**config.mk**
```make
export PLATFORM = sky130hd
export DESIGN_NAME = boot_rom_flat
export DESIGN_NICKNAME = d
export VERILOG_FILES = /design/src/sys_pkg.sv /design/src/periph_bus_if.sv /design/src/boot_rom.sv /design/src/flat_wrapper.sv
export SDC_FILE = /design/constraint.sdc
export NUM_CORES = 1
export LEC_CHECK = 0
export BUFFER_PORTS_ARGS = -buffer_cell sky130_fd_sc_hd__clkbuf_2
export CORE_MARGIN = 4
export CORE_UTILIZATION = 28
export CTS_BUF_LIST = sky130_fd_sc_hd__clkbuf_2
export DETAILED_ROUTE_END_ITERATION = 8
export PLACE_DENSITY = 0.8
export REMOVE_ABC_BUFFERS = 1
export SLEW_MARGIN = 5
export SYNTH_ARGS = -nofsm -noshare
export SYNTH_HDL_FRONTEND = slang
export SYNTH_SLANG_ARGS = --single-unit
```
**constraint.sdc**
```tcl
create_clock -name cpu_clk -period 0.8 [get_ports cpu_clk]
set_input_delay 0.04 -clock cpu_clk [delete_from_list [all_inputs] [get_ports cpu_clk]]
set_output_delay 0.04 -clock cpu_clk [all_outputs]
set_load 0.03 [all_outputs]
```
**src/sys_pkg.sv**
```systemverilog
/* Shared bus types, memory map and constants of the 68000-style system.
   Imported by the bus interface, the decoder and every slave */
package sys_pkg;

	// ============================================================
	// Bus types
	// ============================================================

	// Byte address as driven by the bus master
	typedef logic [31:0] addr_t;
	// One bus data word
	typedef logic [15:0] data_t;
	// Byte strobes in active-high form, upper byte in bit 1
	typedef logic [1:0] strb_t;
	// Random generator state
	typedef logic [31:0] lfsr_t;

	// ============================================================
	// Memory map
	// ============================================================

	// Boot ROM, only bits 31:20 are compared
	localparam addr_t BOOT_BASE = 32'hFFF0_0000;
	// Scratch RAM, only bits 31:16 are compared
	localparam addr_t RAM_BASE = 32'h0000_0000;
	// Register blocks decode bits 31:4
	localparam addr_t LED_ADDR = 32'hFFDC_0600;
	localparam addr_t PRNG_ADDR = 32'hFFDC_0C00;

	// Galois taps, applied when bit 0 shifts out
	localparam lfsr_t LFSR_POLY = 32'h8020_0003;
	// Stored in place of an all-zero load, which would lock up the LFSR
	localparam lfsr_t LFSR_ALT_SEED = 32'h0000_0001;

	// Decoder FSM
	typedef enum logic [1:0] {IDLE, WAIT_ACK, HOLD, ERR} dec_state_e;

	// Boot ROM content, word index scrambled with a fixed pattern
	function automatic data_t boot_word(input int unsigned idx);
		int unsigned prod;
		prod = idx * 32'h0000_0101;
		return data_t'(prod ^ 32'h0000_A5C3);
	endfunction

endpackage

```
**src/periph_bus_if.sv**
```systemverilog
/* Request and reply signals between the bus decoder and one slave.
   The decoder holds the master side, each peripheral the slave side */
`timescale 1ns/1ps

interface periph_bus_if;
	import sys_pkg::*;

	// Chip select from the address map
	logic sel;
	// Address strobe, active high
	logic strobe;
	logic we;
	strb_t be;
	addr_t adr;
	data_t wdata;
	// Reply, valid while ack is high
	data_t rdata;
	logic ack;

	// Decoder side
	modport master (output sel, strobe, we, be, adr, wdata, input rdata, ack);
	// Peripheral side
	modport slave (input sel, strobe, we, be, adr, wdata, output rdata, ack);

endinterface

```
**src/boot_rom.sv**
```systemverilog
/* Read-only boot memory on the peripheral bus.
   Contents come from the package content function at build time */
`timescale 1ns/1ps

module boot_rom #(
	parameter int ROM_WORDS = 256
) (
	input  logic        cpu_clk,
	input  logic        rst_n_i,
	periph_bus_if.slave bus
);
	import sys_pkg::*;

	localparam int AW = $clog2(ROM_WORDS);

	data_t rom_mem [ROM_WORDS];
	logic [AW-1:0] word_idx;

	// Fill the array once, the synthesizer folds it into ROM
	initial begin
		for (int i = 0; i < ROM_WORDS; i++)
			rom_mem[i] = boot_word(i);
	end

	// Word index, byte address bit 0 ignored
	assign word_idx = bus.adr[AW:1];

	// Ack follows sel and strobe one clock late
	// Writes get acked too, the data is dropped
	always_ff @(posedge cpu_clk or negedge rst_n_i) begin
		if (!rst_n_i)
			bus.ack <= 1'b0;
		else
			bus.ack <= bus.sel & bus.strobe;
	end

	// Registered read port
	always_ff @(posedge cpu_clk) begin
		if (bus.sel && bus.strobe)
			bus.rdata <= rom_mem[word_idx];
	end

endmodule

```
**src/flat_wrapper.sv**
```systemverilog
// flat-port wrapper written by rule: the top's interface ports become plain ports
module boot_rom_flat import sys_pkg::*;
#(
	parameter int ROM_WORDS = 256
)
  (cpu_clk, rst_n_i, bus_sel, bus_strobe, bus_we, bus_be, bus_adr, bus_wdata, bus_rdata, bus_ack);
  periph_bus_if bus_i ();
  input  logic cpu_clk;
  input  logic rst_n_i;
  input wire logic [$bits(bus_i.sel)-1:0] bus_sel;
  input wire logic [$bits(bus_i.strobe)-1:0] bus_strobe;
  input wire logic [$bits(bus_i.we)-1:0] bus_we;
  input wire logic [$bits(bus_i.be)-1:0] bus_be;
  input wire logic [$bits(bus_i.adr)-1:0] bus_adr;
  input wire logic [$bits(bus_i.wdata)-1:0] bus_wdata;
  output wire logic [$bits(bus_i.rdata)-1:0] bus_rdata;
  output wire logic [$bits(bus_i.ack)-1:0] bus_ack;
  assign bus_i.sel = bus_sel;
  assign bus_i.strobe = bus_strobe;
  assign bus_i.we = bus_we;
  assign bus_i.be = bus_be;
  assign bus_i.adr = bus_adr;
  assign bus_i.wdata = bus_wdata;
  assign bus_rdata = bus_i.rdata;
  assign bus_ack = bus_i.ack;
  boot_rom #(.ROM_WORDS(ROM_WORDS)) u_core (.cpu_clk(cpu_clk), .rst_n_i(rst_n_i), .bus(bus_i));
endmodule
```
==> impl_metrics.py, run 1 <==
metrics = {
    "clocking": {
        "numCtsBuffers": 3,
        "clk_pin_slew_ns": 0.12,
        "cts_sinks": 13,
        "ctsRootBufferMaster": "clkbuf_2",
        "cts_tree": "yes",
        "cts_buffer_depth": 2,
        "postCtsSetupRepairBufs": 0,
        "htreeDepth": 1,
    },
    "logic_synthesis": {
        "synth.yosys.seq_area_share_pct": 86.76,
        "yosys.area.top_type_share_pct": 81.13,
        "yosys_warnings": 0,
        "postSynthCellCount": 24,
        "ys_ff_latch": 13,
        "yosys.area.top_type": "edfxtp_1",
        "synth_fa_ha_area_share_pct": 0,
        "synth_top_family_by_area": "buffers and inverters",
        "synthSimpleGateAreaFrac_pct": 1.408,
        "synth.avg_cell_area_um2": 18.51,
        "synthXorXnorAreaFrac_pct": 0,
        "ys_top_cells_by_area": "edfxtp_1 81%, buf_4 6.8%, dfrtp_1 5.6%",
        "synthMuxAreaShare_pct": 0,
        "synth_compound_area_share_pct": 0,
        "ys_types": 5,
        "synth_area_um2": 444.2,
    },
    "detailed_routing": {
        "drtPass1Iterations": 2,
        "vias_per_cell": 3.987,
        "drcViolationCount": 0,
        "drtIter0Drc": 4,
        "avgRoutedWirePerCell_um": 11.62,
        "vias": 315,
        "wl_um": 918,
        "antenna_violating_nets_post_route": 0,
    },
    "floorplan": {
        "start_util_pct": 29.49,
        "die_w_um": 47.83,
        "die_h_um": 47.83,
        "num_rows": 14,
        "coreArea_um2": 1506,
        "io_pins": 72,
        "die-area_um2": 2288,
    },
    "critical_path": {
        "crit_buf_inv": 1,
        "slowest_stage": "edfxtp_1",
        "critPathRequiredTime_ns": 0.76,
        "crit_arrival_ns": 0.87,
        "worst_path_largest_cell_delay_ns": 0.46,
        "crit_chain": "buf_8",
        "start_kind": "register",
        "path_max_fanout": 2,
        "critPathKind": "register to primary output",
        "cp_top_family": "flip-flops",
        "endpoint_kind": "primary output",
    },
    "global_route": {
        "grt_max_degree": 11,
        "grtUsageMet2_pct": 16.09,
        "use_met3_pct": 4.135,
        "grt_pass1_wl_mm": 1.248,
        "grt_pass1_vias": 302,
        "top_usage_layer": "met2",
        "track_usage_pct": 8.944,
        "grt_overflow": 0,
        "antenna_found_initial": 0,
        "grt_use_met1_pct": 7.512,
    },
    "cells_and_area": {
        "final_cell_mix": "15 x clkbuf_2, 12 x edfxtp_1, 9 x dlygate4sd3_1, 8 x clkbuf_8, 6 x inv_1",
        "n_antenna_cell": 0,
        "drive_above_1_share_pct": 53.97,
        "final_common_cell": "clkbuf_2",
        "area_growth_pct": 88.73,
        "nets": 119,
        "final_util_pct": 55.65,
    },
    "power": {
        "p_switching_mw": 0.3832,
        "intPower_mw": 1.097,
        "swShare_pct": 25.89,
        "p_leak_nw": 0.3859,
        "ir_worst_vdd_uv": 807.6,
        "power.share.clock_pct": 22.0,
        "p_comb_share_pct": 22.8,
        "total_power_mw": 1.480,
        "power_frac_seq_pct": 55.2,
        "p_per_area_nw_per_um2": 1766,
    },
    "sta": {
        "fin_crit_ns": 0.9120,
        "slew_viol_final": 0,
        "finalSetupViolCount": 17,
        "worst_pin_slew_ns": 0.1513,
        "clock.fmax_mhz": 1097,
        "tns_ns": -1.323,
        "rsz0062_at_grt": "true",
        "final.setup.worst_slack_ns": -0.1120,
        "finalCritPeriodShare_pct": 114.0,
        "relSlewSlack_pct": 89.94,
        "finalHoldViolations": 0,
    },
    "run": {
        "cap_violations": 0,
    },
    "placement": {
        "io_buffers": 28,
        "place_congestion": 0.6531,
        "dp.final_hpwl_um": 590.7,
    },
    "run_status": {
        "violations": "negative setup slack",
        "status": "finished, violations left",
    },
    "hold_path": {
        "holdCritPathClass": "input pin to asynchronous set/reset pin",
    },
}
-- through the flow --
step	hold slack [ns]	instances	worst slack, ns	instance area, um^2
4_1_cts	0.06425	79	-0.1265	829.5
6_report	0.08192	79	-0.1120	838.3
5_1_grt	0.03741	79	-0.1710	838.3
2_1_floorplan	-0.2556	20	0.03621	414.1
3_3_place_gp	-0.1838	66	0.06653	601.8
3_5_place_dp	-0.1813	66	0.06110	601.8
-- flip-flops by register name, indices dropped and copies added (netlist names) --
signal / cells
u_core.bus.rdata: 12
u_core.bus.ack: 1
-- cell usage after synthesis --
master,number
and2_1,1
buf_4,4
dfrtp_1,1
edfxtp_1,12
inv_1,6
-- worst paths after layout --
path,start,to,slack (ns),cells after the start
worst max-delay path,u_core.bus.rdata[11],bus_rdata[3],-0.11,1
worst min-delay path,rst_n_i,u_core.bus.ack,0.08,2
max in group asynchronous,rst_n_i,u_core.bus.ack,0.64,2
min in group cpu_clk,bus_strobe,u_core.bus.ack,0.20,3
-- final cells by class --
type	count	area [um^2]
Tap cell	16	20.02
Clock buffer	4	20.02
Sequential cell	13	385.4
Fill cell	117	668.1
Inverter	6	22.52
Timing Repair Buffer	39	384.1
Multi-Input combinational cell	1	6.256
-- repair_timing --
item / CTS / global route
endpoints found under the setup margin: 17 / 17
endpoints found under the hold margin: 10 / 0
hold buffers: 9 / 0
gates cloned: 0 / 0
gates resized for setup: 29 / 8
-- power groups by stage --
stage | combinational (mW) | clock [mW] | sequential, mW
final | 0.338 | 0.326 | 0.817
after CTS | 0.329 | 0.341 | 0.812
after detailed placement | 0.230 | 0 | 0.821
after floorplan | 0.0147 | 0 | 0.939
after global placement | 0.229 | 0 | 0.819
after global routing | 0.357 | 0.397 | 0.820
-- metal layers --
metal | up-vias | share of wire, % | wire length, um
met4 | 0 | 0.87 | 8
met3 | 2 | 15 | 135
li1 | 153 | - | -
met2 | 26 | 50 | 463
met1 | 134 | 34 | 311
met5 | - | 0 | 0
-- logic make-up (layout without fill, tap and decap cells) --
kind of cell  count (synthesis)  count (layout)
flops                        13              13
buf+inv                      10              49
simple gates                  1               1
(Power assumes the default switching activity.)
==> run 2, diff against run 1 <==
Settings changed: GPL_TIMING_DRIVEN set to 0.
==> run 2 against run 1 <==
The flow still finishes with violations (negative setup slack). Clock power up 1%. Die area unchanged. Fmax up 0.48%. Sequential cell count unchanged. First-iteration DRC count up 100%. Setup slack better by 0.0043 ns. Sequential share of layout area up 2.7 points. Final area down 5.5%. Total power down 1.6%.
==> impl_metrics.py, run 2 (synthesis results as in run 1) <==
metrics = {
    "run_status": {
        "status": "finished, violations left",
        "violations": "negative setup slack",
    },
    "cells_and_area": {
        "multi_input_area_um2": 6.256,
        "regArea_um2": 385.4,
        "final_common_cell": "clkbuf_2",
        "nets": 117,
        "fill_cells": 122,
        "largestRegisters": "u_core.bus.rdata (12), u_core.bus.ack (1)",
        "instances_no_fill": 77,
        "area_growth_pct": 78.31,
        "largest_reg_flops": 12,
        "drive_above_1_share_pct": 52.46,
        "final_cell_mix": "15 x clkbuf_2, 12 x edfxtp_1, 9 x dlygate4sd3_1, 7 x buf_6, 6 x inv_1",
        "top_register": "u_core.bus.rdata",
        "final_util_pct": 52.57,
        "n_antenna_cell": 0,
    },
    "critical_path": {
        "critPathRequiredTime_ns": 0.76,
        "endpoint_kind": "primary output",
        "crit_buf_inv": 1,
        "path_max_fanout": 2,
        "start_kind": "register",
        "crit_chain": "buf_4",
        "cp_top_family": "flip-flops",
        "slowest_stage": "edfxtp_1",
        "crit_arrival_ns": 0.87,
        "worst_path_largest_cell_delay_ns": 0.43,
        "critPathKind": "register to primary output",
    },
    "clocking": {
        "cts_buffer_depth": 2,
        "htreeDepth": 1,
        "ctsRootBufferMaster": "clkbuf_2",
        "clk_pin_slew_ns": 0.12,
        "numCtsBuffers": 3,
        "postCtsSetupRepairBufs": 0,
        "cts_sinks": 13,
        "cts_tree": "yes",
    },
    "detailed_routing": {
        "wl_um": 813,
        "drtIter0Drc": 8,
        "drtPass1Iterations": 2,
        "avgRoutedWirePerCell_um": 10.56,
        "antenna_violating_nets_post_route": 0,
        "vias_per_cell": 3.883,
        "vias": 299,
        "drcViolationCount": 0,
    },
    "floorplan": {
        "die_h_um": 47.83,
        "num_rows": 14,
        "die-area_um2": 2288,
        "coreArea_um2": 1506,
        "io_pins": 72,
        "die_w_um": 47.83,
        "start_util_pct": 29.49,
    },
    "placement": {
        "pre_cts_ws_ns": -0.1681,
        "dp.final_hpwl_um": 571.2,
        "place_congestion": 0.6142,
        "io_buffers": 28,
        "place_inst": 64,
    },
    "global_route": {
        "grt_max_degree": 14,
        "grt_pass1_wl_mm": 1.124,
        "grt_overflow": 0,
        "track_usage_pct": 7.948,
        "grt_pass1_vias": 269,
        "antenna_found_initial": 0,
    },
    "run": {
        "cap_violations": 0,
    },
    "sta": {
        "clock.fmax_mhz": 1102,
        "finalHoldViolations": 0,
        "rsz0062_at_grt": "true",
        "final.setup.worst_slack_ns": -0.1076,
        "finalCritPeriodShare_pct": 113.5,
        "slew_viol_final": 0,
        "worst_pin_slew_ns": 0.5288,
        "fin_crit_ns": 0.9076,
        "finalSetupViolCount": 17,
        "tns_ns": -1.167,
        "relSlewSlack_pct": 64.74,
    },
    "power": {
        "p_per_area_nw_per_um2": 1839,
        "ir_worst_vdd_uv": 906.2,
        "p_leak_nw": 0.3649,
        "total_power_mw": 1.456,
    },
    "hold_path": {
        "holdCritPathClass": "input pin to asynchronous set/reset pin",
    },
}
==> run 2: cell count changes in the layout (fill, tap and decap cells not counted) <==
cell,previous run,this run
buf_6,1,7
buf_8,4,1
clkbuf_8,8,5
clkbuf_4,2,0
buf_12,1,0
buf_4,3,4
==> run 2: path summary, 6_finish.rpt <==
check	startpoint	to	slack, ns	depth (start not counted)
max in group asynchronous	rst_n_i	u_core.bus.ack	0.64	2
min	rst_n_i	u_core.bus.ack	0.08	2
min in group cpu_clk	bus_strobe	u_core.bus.ack	0.27	2
max	u_core.bus.rdata[7]	bus_rdata[7]	-0.11	1
==> run 2: power by group <==
part           leakage [nW]  total [mW]  internal, mW  switching [mW]
logic                 0.223       0.313         0.150           0.163
registers             0.126       0.813         0.793          0.0209
clock network        0.0166       0.330         0.133           0.197
total                 0.365        1.46          1.08           0.381
==> run 2: layout make-up <==
class / count / share of cell area, %
flip-flops and latches: 13 / 48.66
repair buffers: 37 / 42.65
inverters: 6 / 2.844
clock buffers: 4 / 2.528
well taps: 16 / 2.528
multi-input cells: 1 / 0.7899
==> run 2: per-layer routing <==
| layer | global-route usage (%) | share of wire, % | wire [um] | vias to the layer above |
|---|---|---|---|---|
| met5 | 0 | 0 | 0 | - |
| met1 | 8.941 | 36 | 296 | 121 |
| met3 | 4.887 | 19 | 151 | 2 |
| met2 | 10.55 | 44 | 357 | 28 |
| met4 | 6.452 | 0.98 | 8 | 0 |
| li1 | - | - | - | 148 |
==> run 2: repair_timing <==
action / in CTS / in global routing
setup endpoints to repair: 17 / 17
endpoints found under the hold margin: 12 / 0
resized for setup: 23 / 19
hold buffers: 9 / 0
==> run 2: per-stage QoR <==
step	instance area [um^2]	hold slack, ns
after floorplan	414.1	-0.2556
after global placement	574.3	-0.1835
after detailed placement	574.3	-0.1824
after CTS	764.5	0.05500
after global routing	792.0	0.07439
final	792.0	0.07858
