## config.mk

```make
export PLATFORM = sky130hd
export DESIGN_NAME = prng_unit_flat
export DESIGN_NICKNAME = d
export VERILOG_FILES = /design/src/sys_pkg.sv /design/src/periph_bus_if.sv /design/src/prng_unit.sv /design/src/flat_wrapper.sv
export SDC_FILE = /design/constraint.sdc
export NUM_CORES = 1
export LEC_CHECK = 0
export ABC_AREA = 1
export BUFFER_PORTS_ARGS = -buffer_cell sky130_fd_sc_hd__buf_2
export CAP_MARGIN = 0
export CORE_UTILIZATION = 48
export DETAILED_ROUTE_END_ITERATION = 8
export HOLD_SLACK_MARGIN = 0.12
export PLACE_DENSITY = 0.76
export SKIP_CTS_REPAIR_TIMING = 1
export SLEW_MARGIN = 20
export SYNTH_ARGS = -nofsm -noshare
export SYNTH_HDL_FRONTEND = slang
export SYNTH_SLANG_ARGS = --single-unit
```

## constraint.sdc

```tcl
create_clock -name cpu_clk -period 1.94 [get_ports cpu_clk]
set_input_delay 0 -clock cpu_clk [delete_from_list [all_inputs] [get_ports cpu_clk]]
set_output_delay 0 -clock cpu_clk [all_outputs]
set_load 0.01 [all_outputs]
```

## src/sys_pkg.sv

```systemverilog
/* Shared bus types, memory map and constants of the 68000-style system.
   Imported by the bus interface, the decoder and every slave */
package sys_pkg;

	// ============================================================
	// Bus types
	// ============================================================

	// Byte address as driven by the bus master
	typedef logic [31:0] addr_t;
	// One bus data word
	typedef logic [15:0] data_t;
	// Byte strobes in active-high form, upper byte in bit 1
	typedef logic [1:0] strb_t;
	// Random generator state
	typedef logic [31:0] lfsr_t;

	// ============================================================
	// Memory map
	// ============================================================

	// Boot ROM, only bits 31:20 are compared
	localparam addr_t BOOT_BASE = 32'hFFF0_0000;
	// Scratch RAM, only bits 31:16 are compared
	localparam addr_t RAM_BASE = 32'h0000_0000;
	// Register blocks decode bits 31:4
	localparam addr_t LED_ADDR = 32'hFFDC_0600;
	localparam addr_t PRNG_ADDR = 32'hFFDC_0C00;

	// Galois taps, applied when bit 0 shifts out
	localparam lfsr_t LFSR_POLY = 32'h8020_0003;
	// Stored in place of an all-zero load, which would lock up the LFSR
	localparam lfsr_t LFSR_ALT_SEED = 32'h0000_0001;

	// Decoder FSM
	typedef enum logic [1:0] {IDLE, WAIT_ACK, HOLD, ERR} dec_state_e;

	// Boot ROM content, word index scrambled with a fixed pattern
	function automatic data_t boot_word(input int unsigned idx);
		int unsigned prod;
		prod = idx * 32'h0000_0101;
		return data_t'(prod ^ 32'h0000_A5C3);
	endfunction

endpackage

```

## src/periph_bus_if.sv

```systemverilog
/* Request and reply signals between the bus decoder and one slave.
   The decoder holds the master side, each peripheral the slave side */
`timescale 1ns/1ps

interface periph_bus_if;
	import sys_pkg::*;

	// Chip select from the address map
	logic sel;
	// Address strobe, active high
	logic strobe;
	logic we;
	strb_t be;
	addr_t adr;
	data_t wdata;
	// Reply, valid while ack is high
	data_t rdata;
	logic ack;

	// Decoder side
	modport master (output sel, strobe, we, be, adr, wdata, input rdata, ack);
	// Peripheral side
	modport slave (input sel, strobe, we, be, adr, wdata, output rdata, ack);

endinterface

```

## src/prng_unit.sv

```systemverilog
/* Seedable 32-bit Galois LFSR on the peripheral bus.
   Offsets 0 and 2 load the state halves, a read of offset 4 steps it once */
`timescale 1ns/1ps

module prng_unit (
	input  logic        cpu_clk,
	input  logic        rst_n_i,
	periph_bus_if.slave bus
);
	import sys_pkg::*;

	lfsr_t state;
	lfsr_t load_val;
	logic [2:0] reg_sel;
	logic first;

	// One right shift, taps folded in when bit 0 falls out
	function automatic lfsr_t lfsr_next(input lfsr_t s);
		return s[0] ? ((s >> 1) ^ LFSR_POLY) : (s >> 1);
	endfunction

	// Word offset inside the block
	assign reg_sel = bus.adr[3:1];

	// First clock of a selected cycle, the one where ack rises
	assign first = bus.sel & bus.strobe & ~bus.ack;

	// Candidate state for a write, the other half is kept
	always_comb begin
		load_val = state;
		if (reg_sel == 3'd0)
			load_val[31:16] = bus.wdata;
		else
			load_val[15:0] = bus.wdata;
	end

	always_ff @(posedge cpu_clk or negedge rst_n_i) begin
		if (!rst_n_i) begin
			state <= LFSR_ALT_SEED;
			bus.ack <= 1'b0;
		end else begin
			bus.ack <= bus.sel & bus.strobe;
			if (first) begin
				// Seed load, an all-zero state is replaced
				if (bus.we && reg_sel <= 3'd1)
					state <= (load_val == '0) ? LFSR_ALT_SEED : load_val;
				// Output read steps once per bus cycle, not per clock
				else if (!bus.we && reg_sel == 3'd2)
					state <= lfsr_next(state);
			end
		end
	end

	// Offset 0 reads back the upper half, the rest the low half
	always_ff @(posedge cpu_clk) begin
		if (first)
			bus.rdata <= (reg_sel == 3'd0) ? state[31:16] : state[15:0];
	end

endmodule

```

## src/flat_wrapper.sv

```systemverilog
// flat-port wrapper written by rule: the top's interface ports become plain ports
module prng_unit_flat import sys_pkg::*;
  (cpu_clk, rst_n_i, bus_sel, bus_strobe, bus_we, bus_be, bus_adr, bus_wdata, bus_rdata, bus_ack);
  periph_bus_if bus_i ();
  input  logic cpu_clk;
  input  logic rst_n_i;
  input wire logic [$bits(bus_i.sel)-1:0] bus_sel;
  input wire logic [$bits(bus_i.strobe)-1:0] bus_strobe;
  input wire logic [$bits(bus_i.we)-1:0] bus_we;
  input wire logic [$bits(bus_i.be)-1:0] bus_be;
  input wire logic [$bits(bus_i.adr)-1:0] bus_adr;
  input wire logic [$bits(bus_i.wdata)-1:0] bus_wdata;
  output wire logic [$bits(bus_i.rdata)-1:0] bus_rdata;
  output wire logic [$bits(bus_i.ack)-1:0] bus_ack;
  assign bus_i.sel = bus_sel;
  assign bus_i.strobe = bus_strobe;
  assign bus_i.we = bus_we;
  assign bus_i.be = bus_be;
  assign bus_i.adr = bus_adr;
  assign bus_i.wdata = bus_wdata;
  assign bus_rdata = bus_i.rdata;
  assign bus_ack = bus_i.ack;
  prng_unit u_core (.cpu_clk(cpu_clk), .rst_n_i(rst_n_i), .bus(bus_i));
endmodule
```

==> results of run 1 <==
==> synthesized netlist by cell type, types with 4 or more instances <==
| library cell | n |
|---|---|
| nand2_1 | 107 |
| nor2_1 | 69 |
| o21ai_0 | 66 |
| inv_1 | 52 |
| dfrtp_1 | 32 |
| nand3_1 | 30 |
| edfxtp_1 | 16 |
| o21ai_1 | 12 |
| buf_2 | 10 |
| buf_1 | 4 |
| buf_6 | 4 |
==> sequential cells by signal (all words and copies together), names as in the netlist <==
register	flops
u_core.bus.ack	1
u_core.bus.rdata	16
u_core.state	32
==> worst max-delay path, delay by kind of cell (launching register included) <==
family                 cells  cell delay, ns
AOI/OAI and AO/OA          2            0.23
buffers and inverters      2            0.35
and+or+nand+nor            2            0.43
DFF                        1            0.40
==> final timing paths <==
kind                                  from                to  slack, ns
setup / recovery            u_core.bus.ack  u_core.state[31]       0.46
hold / removal                bus_wdata[1]   u_core.state[1]       0.09
setup reg to reg            u_core.bus.ack  u_core.state[31]       0.46
hold reg to reg            u_core.state[0]   u_core.state[0]       0.53
max in group asynchronous          rst_n_i  u_core.state[15]       1.16
min in group asynchronous          rst_n_i   u_core.state[2]       0.29
==> area by class of cell <==
type                            instances  area (um^2)  area share, %
Sequential cell                        49         1310           39.3
Timing Repair Buffer                   51          328           9.86
Inverter                               52          195           5.87
Clock buffer                            6         72.6           2.18
Clock inverter                          2         35.0           1.05
Multi-Input combinational cell        296         1290           38.9
Tap cell                               75         93.8           2.82
==> per-layer routing <==
| metal | vias up | track usage [%] | wire [um] |
|---|---|---|---|
| met5 | - | 0 | 0 |
| met4 | 0 | 9.82 | 197 |
| met3 | 19 | 3.64 | 492 |
| met2 | 123 | 36.0 | 3160 |
| met1 | 1243 | 32.3 | 3120 |
| li1 | 1410 | - | - |
==> cells by family (layout without fill, tap and decap cells) <==
group,Yosys count,in the layout
buffers and inverters,77,111
DFF,49,49
and+or+nand+nor,210,210
AOI/OAI and AO/OA,85,85
xor gates and xnor gates,1,1
==> power by group through the flow <==
stage          clock [mW]  sequential [mW]  combinational [mW]
4_1_cts             0.735             1.45               0.876
3_3_place_gp            0             1.46               0.843
6_report            0.724             1.45               0.887
2_1_floorplan           0             1.45               0.640
5_1_grt             0.766             1.48                1.03
3_5_place_dp            0             1.47               0.869
==> impl_metrics.csv, run 1 <==
group,metric,value,unit
route,drt_iter0_drc,300,
route,final_antenna_net_count,0,
placed_design,port-buffer-count,40,
timing,setup_slack,0.463,ns
setup_path,required,2.17,ns
logic_synthesis,synth_seq_cells,49,
cts,cts_sinks,49,
timing,maxSlewHeadroom,49.9,%
cts,cts.reportedPaths.clkPinSlew,0.09,ns
final_layout,fillers,555,
logic_synthesis,synthMuxAreaShare,0,%
floorplan,die_w,80.4,um
timing,worstMarginPinSlew,0.752,ns
grt,track_usage,23.3,%
route,drt_drc_violations_left,0,
logic_synthesis,synth_area_leaders,"dfrtp_1 27%, edfxtp_1 16%, nand2_1 14%, o21ai_0 11%, nor2_1 8.8%",
logic_synthesis,syn-cell-area,2950,um^2
route,avgRoutedWirePerCell,13.1,um
final_layout,stdcell_count,531,
placed_design,gp_congestion,0.911,
route,via_per_inst,5.26,
floorplan,die_area,6470,um^2
power_and_ir_drop,p_per_area,921,nW/um^2
logic_synthesis,yosysUniqueCellTypes,22,
logic_synthesis,synthAdderAreaFrac,0,%
cts,cts_root_buffer,"clkbuf_8",
floorplan,rows,28,
logic_synthesis,synth.top_cell.area_share,27.1,%
cts,clockBufferDepth,2,
placed_design,place_area,3190,um^2
setup_path,slowest_stage,"dfrtp_1",
power_and_ir_drop,seqPwrFrac,47.4,%
logic_synthesis,synth_area_per_cell,6.99,um^2
cts,cts_made_buffers,5,
timing,max_freq,677,MHz
timing,fin_tns_setup,0,ns
route,vias,2795,
final_layout,syn_to_final_growth,12.6,%
cts,h-tree-depth,2,
logic_synthesis,synth_largest_area_cell,"dfrtp_1",
setup_path,worstPathArrival,1.71,ns
job,drv_cap,0,
power_and_ir_drop,switching_power,1.03,mW
cts,insertion_delay,0.30,ns
setup_path,end_kind,"register",
logic_synthesis,netlist_instances,422,
outcome,status,"complete, no violations",
power_and_ir_drop,p_int,2.03,mW
timing,rsz0062_at_grt,"false",
route,first_pass_iters,5,
grt,grt_max_degree,69,
hold_path,holdPathStages,5,
route,drt_wl_total,6980,um
floorplan,die_y,80.4,um
timing,final-max-slew-violation-count,0,
setup_path,r2r.worst_path.cells,6,
power_and_ir_drop,leakage,1.68,nW
placed_design,post-place-ws,0.339,ns
final_layout,mostFrequentLayoutCells,"107 x nand2_1, 68 x nor2_1, 66 x o21ai_0, 52 x inv_1, 40 x buf_2",
cts,cts_tree,"done",
floorplan,initial_utilization,49.9,%
grt,grt_pass1_wl,11600,um
logic_synthesis,synth_edf_count,16,
logic_synthesis,yosys.area_share.simple,28.5,%
logic_synthesis,syn_nets,477,
logic_synthesis,synthArstFlopShare,67.3,%
placed_design,dpl.hpwl,4630,um
grt,overflow,0,
setup_path,path_class,"reg -> reg",
floorplan,io_pins,72,
logic_synthesis,yosysWarningCount,0,
grt,grt_pass1_vias,2553,
setup_path,worstPathMaxFanout,58,
setup_path,cp-start-kind,"register",
final_layout,fin_nets,510,
setup_path,crit_chain,"nor2_2 > nand2_2 > inv_1 > buf_12 > o21ai_0 > o21ai_1",
timing,hold_viol,0,
final_layout,layout-drive-gt1-share,13.6,%
grt,antenna_found_initial,0,
timing,clock_skew,0.00364,ns
final_layout,finish.instance_area,3320,um^2
logic_synthesis,synth_top_family_by_area,"simple AND/OR/NAND/NOR gates",
placed_design,place_inst,520,
hold_path,min_path_type,"in -> reg",
power_and_ir_drop,clkPwrFrac,23.6,%
timing,period_minus_slack,1.48,ns
power_and_ir_drop,ir_worst_vdd,0.415,mV
final_layout,diodes,0,
logic_synthesis,synth_xor_area_share,0.297,%
timing,hold_slack,0.0897,ns
timing,setup_viol,0,
power_and_ir_drop,power,3.06,mW
logic_synthesis,synth_seq_area_share,44.3,%
power_and_ir_drop,comb_power_share,29.0,%
logic_synthesis,synth_compound_area_share,14.9,%
logic_synthesis,yosys_most_used_dff,"dfrtp_1",
timing,fin_crit_sh,76.1,%
power_and_ir_drop,p_sw_share,33.8,%
final_layout,final_core_util,56.1,%
final_layout,final_common_cell,"nand2_1",
setup_path,critPathMaxStageDelay,0.40,ns
floorplan,coreArea,5920,um^2
(Power assumes the default switching activity.)
==> run 2: changes to the inputs <==
==> constraint.sdc (replaced) <==
create_clock -name cpu_clk -period 1.3 [get_ports cpu_clk]
set_input_delay 0 -clock cpu_clk [delete_from_list [all_inputs] [get_ports cpu_clk]]
set_output_delay 0 -clock cpu_clk [all_outputs]
set_load 0.01 [all_outputs]
==> run 2 against run 1 <==
Critical endpoint is now u_core.state[0]. Register-to-register slack worse by 0.44 ns. Die area stayed put. Total power is 69% higher. Final cell count is 13% higher. Fmax increased by 16%. Sequential power grew 48%. Count of clock-buffer cells in the layout fell by 1.
==> impl_metrics.csv, run 2 (same netlist as run 1, synthesis figures left out) <==
group,metric,value,unit
final_layout,layout-drive-gt1-share,27.7,%
cts,clockBufferDepth,2,
floorplan,initial_utilization,49.9,%
grt,grt_pass1_wl,12800,um
timing,final-max-slew-violation-count,0,
placed_design,port-buffer-count,40,
cts,cts_sinks,49,
timing,period_minus_slack,1.28,ns
grt,grt_pass1_vias,2734,
route,drt_iter0_drc,426,
timing,max_freq,783,MHz
timing,clock_skew,0.00791,ns
setup_path,worstPathMaxFanout,3,
power_and_ir_drop,leakage,2.05,nW
job,drv_cap,0,
setup_path,required,1.56,ns
route,drt-met1-wl,3550,um
hold_path,min_path_type,"in -> reg",
route,highest_layer,"met4",
power_and_ir_drop,p_per_area,1300,nW/um^2
grt,overflow,0,
timing,worstMarginPinSlew,0.458,ns
cts,cts.reportedPaths.clkPinSlew,0.10,ns
cts,cts_root_buffer,"clkbuf_8",
placed_design,place_inst,585,
cts,cts_tree,"done",
outcome,status,"complete, no violations",
placed_design,gp_congestion,0.963,
route,via_per_inst,5.29,
timing,hold_viol,0,
final_layout,final_core_util,67.5,%
floorplan,coreArea,5920,um^2
timing,maxSlewHeadroom,69.1,%
grt,grt_max_degree,35,
setup_path,path_class,"reg -> reg",
route,avgRoutedWirePerCell,13.8,um
route,drt_wl_total,8340,um
final_layout,mostFrequentLayoutCells,"107 x nand2_1, 68 x nor2_1, 66 x buf_4, 53 x o21ai_0, 42 x inv_1",
final_layout,syn_to_final_growth,35.4,%
setup_path,end_kind,"register",
route,drt_drc_violations_left,0,
cts,insertion_delay,0.31,ns
placed_design,dpl.hpwl,5680,um
route,first_pass_iters,5,
placed_design,place_area,3750,um^2
final_layout,largest_reg_flops,32,
final_layout,final_common_cell,"nand2_1",
setup_path,cp-start-kind,"register",
final_layout,finish.instance_area,4000,um^2
power_and_ir_drop,power,5.18,mW
final_layout,fin_nets,581,
floorplan,rows,28,
floorplan,die_area,6470,um^2
grt,antenna_found_initial,0,
timing,rsz0062_at_grt,"true",
final_layout,regMostFlops,"u_core.state",
final_layout,largest_registers,"u_core.state x32, u_core.bus.rdata x16, u_core.bus.ack x1",
timing,fin_crit_sh,98.2,%
floorplan,die_w,80.4,um
setup_path,worstPathArrival,1.54,ns
route,met2WireLength,3850,um
floorplan,die_y,80.4,um
final_layout,stdcell_count,602,
timing,setup_viol,0,
route,vias,3183,
grt,track_usage,26.0,%
route,final_antenna_net_count,0,
power_and_ir_drop,ir_worst_vdd,0.585,mV
final_layout,diodes,0,
cts,cts_made_buffers,5,
floorplan,io_pins,72,
timing,fin_tns_setup,0,ns
cts,h-tree-depth,2,
route,met3WireLength,707,um
-- run 2: cell types whose count changed in the layout (fill, tap and decap cells not counted), sizes merged --
cell | previous run | this run
buf | 48 | 116
bufinv | 1 | 0
clkinv | 1 | 2
clkbuf | 6 | 8
clkinvlp | 0 | 1
-- run 2: through the flow --
stage	setup slack [ns]	hold slack [ns]
2_1_floorplan	-0.0706	-0.296
3_3_place_gp	-0.0374	0.0610
3_5_place_dp	-0.0495	0.0674
4_1_cts	0.0445	-0.269
5_1_grt	-0.0636	0.150
6_report	0.0234	0.0832
-- run 2: where the power goes --
group / switching (mW) / total [mW] / internal [mW]
Sequential: 0.170 / 2.15 / 1.98
Clock: 0.574 / 0.957 / 0.384
Combinational: 1.09 / 2.08 / 0.986
Total: 1.83 / 5.18 / 3.35
-- run 2: area by class of cell --
class	instances	area, um^2
clock buffer	5	68.8
clock inverter	3	21.3
fill	473	1930
inverter	52	208
multi-input combinational	296	1310
sequential	49	1310
tap	75	93.8
timing repair buffer	122	983
-- run 2: final timing paths --
kind	from	end	slack, ns	depth (start not counted)
hold / removal	bus_wdata[1]	u_core.state[1]	0.08	5
setup / recovery	u_core.state[12]	u_core.state[0]	0.02	9
hold reg to reg	u_core.state[13]	u_core.state[13]	0.56	2
setup reg to reg	u_core.state[12]	u_core.state[0]	0.02	9
min in group asynchronous	rst_n_i	u_core.state[16]	0.25	3
max in group asynchronous	rst_n_i	u_core.state[0]	0.71	3
-- run 2: layer usage --
metal  up-vias  GRT usage (%)
met5         -              0
met4         0           10.2
met3        19           4.43
met2       174           40.8
met1      1444           35.5
li1       1546              -
-- run 2: critical path, cell delays in order (launching register included) --
cell	delay, ns
dfrtp_1	0.44
o21ai_1	0.23
nand2_1	0.09
nor2_1	0.11
nand2_1	0.06
nor2_1	0.09
nand2_1	0.06
nand2_1	0.05
nand2_1	0.05
nand2_1	0.05
