`config.mk`:
```
export PLATFORM = sky130hd
export DESIGN_NAME = bus_decoder_flat
export DESIGN_NICKNAME = d
export VERILOG_FILES = /design/src/sys_pkg.sv /design/src/periph_bus_if.sv /design/src/bus_decoder.sv /design/src/flat_wrapper.sv
export SDC_FILE = /design/constraint.sdc
export NUM_CORES = 1
export LEC_CHECK = 0
export BUFFER_PORTS_ARGS = -buffer_cell sky130_fd_sc_hd__buf_4
export CAP_MARGIN = 20
export CORE_AREA = 8 8 131 133
export CTS_CLUSTER_SIZE = 12
export DETAILED_ROUTE_END_ITERATION = 7
export DIE_AREA = 0 0 139 141
export PLACE_DENSITY = 0.54
export SYNTH_ARGS = -nofsm -noshare
export SYNTH_HDL_FRONTEND = slang
export SYNTH_SLANG_ARGS = --single-unit
export TNS_END_PERCENT = 20
```
`constraint.sdc`:
```
create_clock -name cpu_clk -period 1.92 [get_ports cpu_clk]
set_clock_uncertainty 0.1 [all_clocks]
set_input_delay 0.288 -clock cpu_clk [delete_from_list [all_inputs] [get_ports cpu_clk]]
set_output_delay 0.288 -clock cpu_clk [all_outputs]
set_load 0.01 [all_outputs]
```
`src/sys_pkg.sv`:
```
/* Shared bus types, memory map and constants of the 68000-style system.
   Imported by the bus interface, the decoder and every slave */
package sys_pkg;

	// ============================================================
	// Bus types
	// ============================================================

	// Byte address as driven by the bus master
	typedef logic [31:0] addr_t;
	// One bus data word
	typedef logic [15:0] data_t;
	// Byte strobes in active-high form, upper byte in bit 1
	typedef logic [1:0] strb_t;
	// Random generator state
	typedef logic [31:0] lfsr_t;

	// ============================================================
	// Memory map
	// ============================================================

	// Boot ROM, only bits 31:20 are compared
	localparam addr_t BOOT_BASE = 32'hFFF0_0000;
	// Scratch RAM, only bits 31:16 are compared
	localparam addr_t RAM_BASE = 32'h0000_0000;
	// Register blocks decode bits 31:4
	localparam addr_t LED_ADDR = 32'hFFDC_0600;
	localparam addr_t PRNG_ADDR = 32'hFFDC_0C00;

	// Galois taps, applied when bit 0 shifts out
	localparam lfsr_t LFSR_POLY = 32'h8020_0003;
	// Stored in place of an all-zero load, which would lock up the LFSR
	localparam lfsr_t LFSR_ALT_SEED = 32'h0000_0001;

	// Decoder FSM
	typedef enum logic [1:0] {IDLE, WAIT_ACK, HOLD, ERR} dec_state_e;

	// Boot ROM content, word index scrambled with a fixed pattern
	function automatic data_t boot_word(input int unsigned idx);
		int unsigned prod;
		prod = idx * 32'h0000_0101;
		return data_t'(prod ^ 32'h0000_A5C3);
	endfunction

endpackage

```
`src/periph_bus_if.sv`:
```
/* Request and reply signals between the bus decoder and one slave.
   The decoder holds the master side, each peripheral the slave side */
`timescale 1ns/1ps

interface periph_bus_if;
	import sys_pkg::*;

	// Chip select from the address map
	logic sel;
	// Address strobe, active high
	logic strobe;
	logic we;
	strb_t be;
	addr_t adr;
	data_t wdata;
	// Reply, valid while ack is high
	data_t rdata;
	logic ack;

	// Decoder side
	modport master (output sel, strobe, we, be, adr, wdata, input rdata, ack);
	// Peripheral side
	modport slave (input sel, strobe, we, be, adr, wdata, output rdata, ack);

endinterface

```
`src/bus_decoder.sv`:
```
/* Address decoder and bus-cycle FSM between the 68000 bus and the slaves.
   Registers the reply into data_o and dtack_n_o, or raises berr_o on timeout */
`timescale 1ns/1ps

module bus_decoder #(
	parameter int BERR_CYCLES = 16
) (
	input  logic           cpu_clk,
	input  logic           rst_n_i,
	input  logic           as_n_i,
	input  logic           rw_i,
	input  logic           uds_n_i,
	input  logic           lds_n_i,
	input  sys_pkg::addr_t addr_i,
	input  sys_pkg::data_t data_i,
	output sys_pkg::data_t data_o,
	output logic           dtack_n_o,
	output logic           berr_o,
	periph_bus_if.master   rom_bus,
	periph_bus_if.master   ram_bus,
	periph_bus_if.master   prng_bus,
	periph_bus_if.master   led_bus
);
	import sys_pkg::*;

	localparam int CNT_W = $clog2(BERR_CYCLES + 1);
	// strobe, we, be, adr, wdata
	localparam int REQ_W = 4 + $bits(addr_t) + $bits(data_t);

	logic strobe;
	logic [REQ_W-1:0] req;
	logic cs_rom;
	logic cs_ram;
	logic cs_prng;
	logic cs_led;
	logic any_ack;
	data_t rdata;
	dec_state_e state;
	logic [CNT_W-1:0] berr_cnt;

	// ============================================================
	// Request side
	// ============================================================

	// Strobes go active high towards the slaves
	assign strobe = ~as_n_i;
	assign req = {strobe, ~rw_i, ~uds_n_i, ~lds_n_i, addr_i, data_i};

	// Address map, the regions do not overlap
	assign cs_rom = addr_i[31:20] == BOOT_BASE[31:20];
	assign cs_ram = addr_i[31:16] == RAM_BASE[31:16];
	assign cs_led = addr_i[31:4] == LED_ADDR[31:4];
	assign cs_prng = addr_i[31:4] == PRNG_ADDR[31:4];

	// Same request to every slave, only the select differs
	assign rom_bus.sel = cs_rom;
	assign ram_bus.sel = cs_ram;
	assign prng_bus.sel = cs_prng;
	assign led_bus.sel = cs_led;
	assign {rom_bus.strobe, rom_bus.we, rom_bus.be, rom_bus.adr, rom_bus.wdata} = req;
	assign {ram_bus.strobe, ram_bus.we, ram_bus.be, ram_bus.adr, ram_bus.wdata} = req;
	assign {prng_bus.strobe, prng_bus.we, prng_bus.be, prng_bus.adr, prng_bus.wdata} = req;
	assign {led_bus.strobe, led_bus.we, led_bus.be, led_bus.adr, led_bus.wdata} = req;

	// ============================================================
	// Reply side
	// ============================================================

	// Slaves only ack while selected, so a plain OR is enough
	assign any_ack = rom_bus.ack | ram_bus.ack | prng_bus.ack | led_bus.ack;

	always_comb begin
		if (cs_rom)
			rdata = rom_bus.rdata;
		else if (cs_ram)
			rdata = ram_bus.rdata;
		else if (cs_prng)
			rdata = prng_bus.rdata;
		else
			rdata = led_bus.rdata;
	end

	// Cycle FSM, dtack and berr held until the master drops as_n
	always_ff @(posedge cpu_clk or negedge rst_n_i) begin
		if (!rst_n_i) begin
			state <= IDLE;
			berr_cnt <= '0;
			dtack_n_o <= 1'b1;
			berr_o <= 1'b0;
		end else begin
			case (state)
				IDLE: begin
					berr_cnt <= '0;
					if (strobe)
						state <= WAIT_ACK;
				end
				WAIT_ACK: begin
					// Aborted cycle, nothing to answer
					if (!strobe) begin
						state <= IDLE;
					end else if (any_ack) begin
						dtack_n_o <= 1'b0;
						state <= HOLD;
					end else if (berr_cnt == CNT_W'(BERR_CYCLES - 1)) begin
						berr_o <= 1'b1;
						state <= ERR;
					end else begin
						berr_cnt <= berr_cnt + 1'b1;
					end
				end
				HOLD: begin
					if (!strobe) begin
						dtack_n_o <= 1'b1;
						state <= IDLE;
					end
				end
				ERR: begin
					if (!strobe) begin
						berr_o <= 1'b0;
						state <= IDLE;
					end
				end
				default: state <= IDLE;
			endcase
		end
	end

	// Read data captured together with the acknowledge
	always_ff @(posedge cpu_clk) begin
		if (state == WAIT_ACK && any_ack)
			data_o <= rdata;
	end

endmodule

```
`src/flat_wrapper.sv`:
```
// flat-port wrapper written by rule: the top's interface ports become plain ports
module bus_decoder_flat import sys_pkg::*;
#(
	parameter int BERR_CYCLES = 16
)
  (cpu_clk, rst_n_i, as_n_i, rw_i, uds_n_i, lds_n_i, addr_i, data_i, data_o, dtack_n_o, berr_o, rom_bus_sel, rom_bus_strobe, rom_bus_we, rom_bus_be, rom_bus_adr, rom_bus_wdata, rom_bus_rdata, rom_bus_ack, ram_bus_sel, ram_bus_strobe, ram_bus_we, ram_bus_be, ram_bus_adr, ram_bus_wdata, ram_bus_rdata, ram_bus_ack, prng_bus_sel, prng_bus_strobe, prng_bus_we, prng_bus_be, prng_bus_adr, prng_bus_wdata, prng_bus_rdata, prng_bus_ack, led_bus_sel, led_bus_strobe, led_bus_we, led_bus_be, led_bus_adr, led_bus_wdata, led_bus_rdata, led_bus_ack);
  periph_bus_if rom_bus_i ();
  periph_bus_if ram_bus_i ();
  periph_bus_if prng_bus_i ();
  periph_bus_if led_bus_i ();
  input  logic cpu_clk;
  input  logic rst_n_i;
  input  logic as_n_i;
  input  logic rw_i;
  input  logic uds_n_i;
  input  logic lds_n_i;
  input  sys_pkg::addr_t addr_i;
  input  sys_pkg::data_t data_i;
  output sys_pkg::data_t data_o;
  output logic dtack_n_o;
  output logic berr_o;
  output wire logic [$bits(rom_bus_i.sel)-1:0] rom_bus_sel;
  output wire logic [$bits(rom_bus_i.strobe)-1:0] rom_bus_strobe;
  output wire logic [$bits(rom_bus_i.we)-1:0] rom_bus_we;
  output wire logic [$bits(rom_bus_i.be)-1:0] rom_bus_be;
  output wire logic [$bits(rom_bus_i.adr)-1:0] rom_bus_adr;
  output wire logic [$bits(rom_bus_i.wdata)-1:0] rom_bus_wdata;
  input wire logic [$bits(rom_bus_i.rdata)-1:0] rom_bus_rdata;
  input wire logic [$bits(rom_bus_i.ack)-1:0] rom_bus_ack;
  output wire logic [$bits(ram_bus_i.sel)-1:0] ram_bus_sel;
  output wire logic [$bits(ram_bus_i.strobe)-1:0] ram_bus_strobe;
  output wire logic [$bits(ram_bus_i.we)-1:0] ram_bus_we;
  output wire logic [$bits(ram_bus_i.be)-1:0] ram_bus_be;
  output wire logic [$bits(ram_bus_i.adr)-1:0] ram_bus_adr;
  output wire logic [$bits(ram_bus_i.wdata)-1:0] ram_bus_wdata;
  input wire logic [$bits(ram_bus_i.rdata)-1:0] ram_bus_rdata;
  input wire logic [$bits(ram_bus_i.ack)-1:0] ram_bus_ack;
  output wire logic [$bits(prng_bus_i.sel)-1:0] prng_bus_sel;
  output wire logic [$bits(prng_bus_i.strobe)-1:0] prng_bus_strobe;
  output wire logic [$bits(prng_bus_i.we)-1:0] prng_bus_we;
  output wire logic [$bits(prng_bus_i.be)-1:0] prng_bus_be;
  output wire logic [$bits(prng_bus_i.adr)-1:0] prng_bus_adr;
  output wire logic [$bits(prng_bus_i.wdata)-1:0] prng_bus_wdata;
  input wire logic [$bits(prng_bus_i.rdata)-1:0] prng_bus_rdata;
  input wire logic [$bits(prng_bus_i.ack)-1:0] prng_bus_ack;
  output wire logic [$bits(led_bus_i.sel)-1:0] led_bus_sel;
  output wire logic [$bits(led_bus_i.strobe)-1:0] led_bus_strobe;
  output wire logic [$bits(led_bus_i.we)-1:0] led_bus_we;
  output wire logic [$bits(led_bus_i.be)-1:0] led_bus_be;
  output wire logic [$bits(led_bus_i.adr)-1:0] led_bus_adr;
  output wire logic [$bits(led_bus_i.wdata)-1:0] led_bus_wdata;
  input wire logic [$bits(led_bus_i.rdata)-1:0] led_bus_rdata;
  input wire logic [$bits(led_bus_i.ack)-1:0] led_bus_ack;
  assign rom_bus_sel = rom_bus_i.sel;
  assign rom_bus_strobe = rom_bus_i.strobe;
  assign rom_bus_we = rom_bus_i.we;
  assign rom_bus_be = rom_bus_i.be;
  assign rom_bus_adr = rom_bus_i.adr;
  assign rom_bus_wdata = rom_bus_i.wdata;
  assign rom_bus_i.rdata = rom_bus_rdata;
  assign rom_bus_i.ack = rom_bus_ack;
  assign ram_bus_sel = ram_bus_i.sel;
  assign ram_bus_strobe = ram_bus_i.strobe;
  assign ram_bus_we = ram_bus_i.we;
  assign ram_bus_be = ram_bus_i.be;
  assign ram_bus_adr = ram_bus_i.adr;
  assign ram_bus_wdata = ram_bus_i.wdata;
  assign ram_bus_i.rdata = ram_bus_rdata;
  assign ram_bus_i.ack = ram_bus_ack;
  assign prng_bus_sel = prng_bus_i.sel;
  assign prng_bus_strobe = prng_bus_i.strobe;
  assign prng_bus_we = prng_bus_i.we;
  assign prng_bus_be = prng_bus_i.be;
  assign prng_bus_adr = prng_bus_i.adr;
  assign prng_bus_wdata = prng_bus_i.wdata;
  assign prng_bus_i.rdata = prng_bus_rdata;
  assign prng_bus_i.ack = prng_bus_ack;
  assign led_bus_sel = led_bus_i.sel;
  assign led_bus_strobe = led_bus_i.strobe;
  assign led_bus_we = led_bus_i.we;
  assign led_bus_be = led_bus_i.be;
  assign led_bus_adr = led_bus_i.adr;
  assign led_bus_wdata = led_bus_i.wdata;
  assign led_bus_i.rdata = led_bus_rdata;
  assign led_bus_i.ack = led_bus_ack;
  bus_decoder #(.BERR_CYCLES(BERR_CYCLES)) u_core (.cpu_clk(cpu_clk), .rst_n_i(rst_n_i), .as_n_i(as_n_i), .rw_i(rw_i), .uds_n_i(uds_n_i), .lds_n_i(lds_n_i), .addr_i(addr_i), .data_i(data_i), .data_o(data_o), .dtack_n_o(dtack_n_o), .berr_o(berr_o), .rom_bus(rom_bus_i), .ram_bus(ram_bus_i), .prng_bus(prng_bus_i), .led_bus(led_bus_i));
endmodule
```
==> implementation parameters <==
Parameter                              Value

Setup path
  Endpoint class of the critical path ... flip-flop
  Crit path kind ... reg -> reg
  Data arrival at the endpoint of the critical path ... 2.08 ns
  Category of the worst setup path launch point ... flip-flop
  WP data required ... 2.00 ns
  Critical path peak fanout ... 4

Timing
  Setup tns final ... -0.0824 ns
  Final min period ... 2.00 ns
  Part of the cycle the worst path needs ... 1.04
  Final Hold Viols ... 0
  Number of setup violations in the final report ... 1
  Fmax achieved ... 499 MHz
  Worst Max-Slew Pin Slew ... 0.323 ns
  Unrepaired setup endpoints after global routing ... yes
  Final number of max-transition violations ... 0
  Final WS setup ... -0.0824 ns
  Max transition margin ... 0.782

Job
  Number of violations of the max-capacitance limit ... 0

GRT
  Total routing usage reported by global routing ... 0.126
  Antenna violations before repair ... 0
  Largest net degree at the start of global routing ... 19
  Global-route congestion overflow total ... 0
  Number of global-route vias before repair ... 3098
  Wire length of the first global-routing pass ... 19500 µm

Yosys
  Main combinational cell family by area after synthesis ... buffers and inverters
  Synthesized area per cell ... 8.30 µm²
  Post-synthesis compound-gate area fraction ... 0.141
  Multiplexer share of the synthesized area ... 0.00637
  Warning count from the yosys run ... 0
  Sequential element share of the synthesized area ... 0.225
  Synth Cell Area ... 0.00314 mm²
  Number of unique standard cell types used by synthesis ... 39
  Synthesized-area fraction occupied by xor and xnor cells ... 0
  Adder-Cell Fraction of Synth Area ... 0.00796
  Register bit total from synthesis ... 25
  Synth Area in Simple Gates ... 0.103
  Total nets after synthesis ... 503
  Cells after Synth ... 379

Clock network
  H-tree levels ... 1
  CTS Root Buffer Type ... sky130_fd_sc_hd__clkbuf_16
  TritonCTS clock tree ... done
  CTS buffer count ... 3
  Post-CTS Setup Inserts ... 0
  Clock-pin slew reported for the worst setup and hold paths after clock tree synthesis ... 0.07 ns
  Buffer depth of the longest clock path ... 2
  Skew-Pair Late Insertion Delay ... 0.26 ns
  Clock Sink Count ... 25

Final layout
  Share of cells above drive strength 1 ... 0.683
  Layout fillers ... 1587
  Area Overhead vs Synth ... 37.7%
  Count of inserted antenna diode cells ... 0
  Non-filler instance count after layout ... 655
  Net total in the final layout ... 592

Worst hold path
  Class of the worst hold path ... in -> reg

Run status
  Status ... complete, but fails checks
  Violated checks ... negative setup slack

Placed design
  Post-place setup slack ... -0.201 ns
  Detailed placement HPWL ... 11600 µm
  Count of placed standard cells including taps ... 650
  Number of buffers added on ports ... 251
  Final RePlAce weighted congestion ... 0.799

Power
  Peak supply drop ... 0.304 mV
  Static Leak ... 2.01 nW
  Pwr per Cell Area ... 433 mW/mm²

Routing
  DRT Wirelength ... 13600 µm
  Number of DRC violations after detailed-routing iteration 0 ... 121
  Post-DR vias/cell ... 4.30
  Number of antenna-violating nets in the routed design ... 0
  Drt wl/cell ... 20.7 µm
  Routed vias ... 2819
  Number of iterations in the first detailed-routing pass ... 4
  DRC errors left ... 0

Floorplan
  Effective utilization at floorplan ... 0.210
  Standard-cell row count ... 45
  IO Pins ... 352
  Standard cell core area ... 0.0150 mm²
  Height of the die ... 141 µm
  Area of the die ... 0.0196 mm²
  Die X ... 139 µm
-- critical path: stages (launching register included) --
cell	delay [ns]
sky130_fd_sc_hd__dfrtp_1	0.39
sky130_fd_sc_hd__ha_2	0.20
sky130_fd_sc_hd__and3_4	0.18
sky130_fd_sc_hd__ha_4	0.16
sky130_fd_sc_hd__or4_4	0.49
sky130_fd_sc_hd__o31a_1	0.28
sky130_fd_sc_hd__o21ai_2	0.12
-- stage by stage --
| step | instance area (µm²) | utilization | hold WS, ns | total power [mW] |
|---|---|---|---|---|
| after floorplan | 3150 | - | -0.108 | 1.19 |
| after global placement | 4150 | 0.277 | 0.0223 | 1.40 |
| after detailed placement | 4150 | 0.277 | 0.0271 | 1.41 |
| after CTS | 4300 | 0.287 | 0.168 | 1.89 |
| after global routing | 4330 | 0.289 | 0.204 | 1.96 |
| final | 4330 | 0.289 | 0.196 | 1.87 |
-- sequential cells by signal, indices dropped and copies added, names as in the netlist --
name              count
u_core.state          2
u_core.berr_cnt       5
u_core.data_o        16
u_core.berr_o         1
u_core.dtack_n_o      1
-- power breakdown --
group	total, mW	internal (mW)	switching, mW
sequential	0.643	0.624	0.0192
clock	0.471	0.283	0.189
combinational	0.760	0.414	0.346
-- cells in the mapped netlist --
library cell / n / area share
sky130_fd_sc_hd__inv_1: 10 / 0.012
sky130_fd_sc_hd__dfstp_2: 1 / 0.0084
sky130_fd_sc_hd__and4_1: 3 / 0.0084
sky130_fd_sc_hd__nand2b_1: 1 / 0.0020
sky130_fd_sc_hd__o32ai_1: 16 / 0.045
sky130_fd_sc_hd__o21ai_2: 1 / 0.0028
sky130_fd_sc_hd__a31oi_1: 17 / 0.034
sky130_fd_sc_hd__nor4b_1: 2 / 0.0056
sky130_fd_sc_hd__edfxtp_1: 16 / 0.15
sky130_fd_sc_hd__buf_2: 2 / 0.0032
sky130_fd_sc_hd__a22o_1: 1 / 0.0028
sky130_fd_sc_hd__or4_1: 2 / 0.0048
sky130_fd_sc_hd__nor4_1: 5 / 0.0099
sky130_fd_sc_hd__o22ai_1: 1 / 0.0020
sky130_fd_sc_hd__nor4_2: 1 / 0.0040
sky130_fd_sc_hd__o21a_1: 1 / 0.0024
sky130_fd_sc_hd__o41ai_1: 1 / 0.0028
sky130_fd_sc_hd__or3_1: 2 / 0.0040
sky130_fd_sc_hd__nand2_1: 4 / 0.0048
sky130_fd_sc_hd__clkbuf_1: 11 / 0.013
sky130_fd_sc_hd__o2bb2ai_1: 1 / 0.0028
sky130_fd_sc_hd__or4_4: 1 / 0.0036
sky130_fd_sc_hd__mux2i_1: 2 / 0.0064
sky130_fd_sc_hd__and3_1: 2 / 0.0040
sky130_fd_sc_hd__buf_1: 1 / 0.0012
sky130_fd_sc_hd__o31a_1: 1 / 0.0028
sky130_fd_sc_hd__a22oi_1: 1 / 0.0024
sky130_fd_sc_hd__a21oi_1: 3 / 0.0048
sky130_fd_sc_hd__dfrtp_1: 8 / 0.064
sky130_fd_sc_hd__buf_4: 204 / 0.49
sky130_fd_sc_hd__nor2_1: 6 / 0.0072
sky130_fd_sc_hd__o21ai_0: 16 / 0.025
sky130_fd_sc_hd__a211oi_1: 1 / 0.0024
sky130_fd_sc_hd__nor4bb_1: 1 / 0.0032
sky130_fd_sc_hd__nand3_1: 19 / 0.030
sky130_fd_sc_hd__nand4_1: 5 / 0.0099
sky130_fd_sc_hd__o21ai_1: 6 / 0.0096
sky130_fd_sc_hd__nor3_1: 1 / 0.0016
sky130_fd_sc_hd__ha_1: 2 / 0.0080
-- cell type report --
class                      count  area (µm²)  share of cell area
multi-input combinational    126         920               0.212
clock buffer                   3        75.1              0.0173
tap                          188         235              0.0543
sequential                    25         707               0.163
inverter                      10        37.5             0.00867
timing repair buffer         302        2350               0.542
clock inverter                 1        7.51             0.00173
-- per-layer routing --
layer  part of all wire  vias to the layer above  wire length [µm]  track usage
li1                   -                     1298                 -            -
met1               0.36                     1308              4860        0.133
met2               0.55                      204              7470        0.249
met3              0.082                        9              1110       0.0361
met4             0.0099                        0               135       0.0173
met5                  0                        -                 0            0
-- repair_timing --
item | 4_1_cts | 5_1_grt
gates resized for setup | 10 | 4
endpoints found under the hold margin | 9 | 0
endpoints found under the setup margin | 5 | 9
gates cloned | 0 | 0
hold buffers | 1 | 0
pin swaps | 1 | 1
-- cell usage in the layout (no fill, tap or decap), types with 3 or more instances in the layout --
| master | n |
|---|---|
| sky130_fd_sc_hd__buf_4 | 294 |
| sky130_fd_sc_hd__nand3_1 | 19 |
| sky130_fd_sc_hd__a31oi_1 | 17 |
| sky130_fd_sc_hd__o32ai_1 | 16 |
| sky130_fd_sc_hd__o21ai_0 | 16 |
| sky130_fd_sc_hd__edfxtp_1 | 16 |
| sky130_fd_sc_hd__inv_1 | 10 |
| sky130_fd_sc_hd__dfrtp_1 | 8 |
| sky130_fd_sc_hd__nor2_1 | 6 |
| sky130_fd_sc_hd__o21ai_1 | 6 |
| sky130_fd_sc_hd__buf_12 | 6 |
| sky130_fd_sc_hd__nand4_1 | 5 |
| sky130_fd_sc_hd__nand2_1 | 4 |
| sky130_fd_sc_hd__and4_1 | 3 |
| sky130_fd_sc_hd__nor4_4 | 3 |
| sky130_fd_sc_hd__a21oi_1 | 3 |
| sky130_fd_sc_hd__clkbuf_16 | 3 |
-- cells by family after synthesis --
group	Yosys count
flops	25
simple gates	55
compound gates	67
mux	2
buf+inv	228
fa+ha+maj	2
-- path summary, 6_finish.rpt --
path / startpoint / to / slack [ns] / cells past startpoint
setup / recovery: u_core.berr_cnt[0] / u_core.berr_cnt[2] / -0.08 / 6
hold / removal: as_n_i / u_core.state[1] / 0.20 / 2
setup reg to reg: u_core.berr_cnt[0] / u_core.berr_cnt[2] / -0.08 / 6
hold reg to reg: u_core.dtack_n_o / u_core.dtack_n_o / 0.42 / 2
max in group asynchronous: rst_n_i / u_core.dtack_n_o / 1.21 / 2
min in group asynchronous: rst_n_i / u_core.berr_cnt[4] / 0.29 / 2
(Power assumes the default switching activity.)
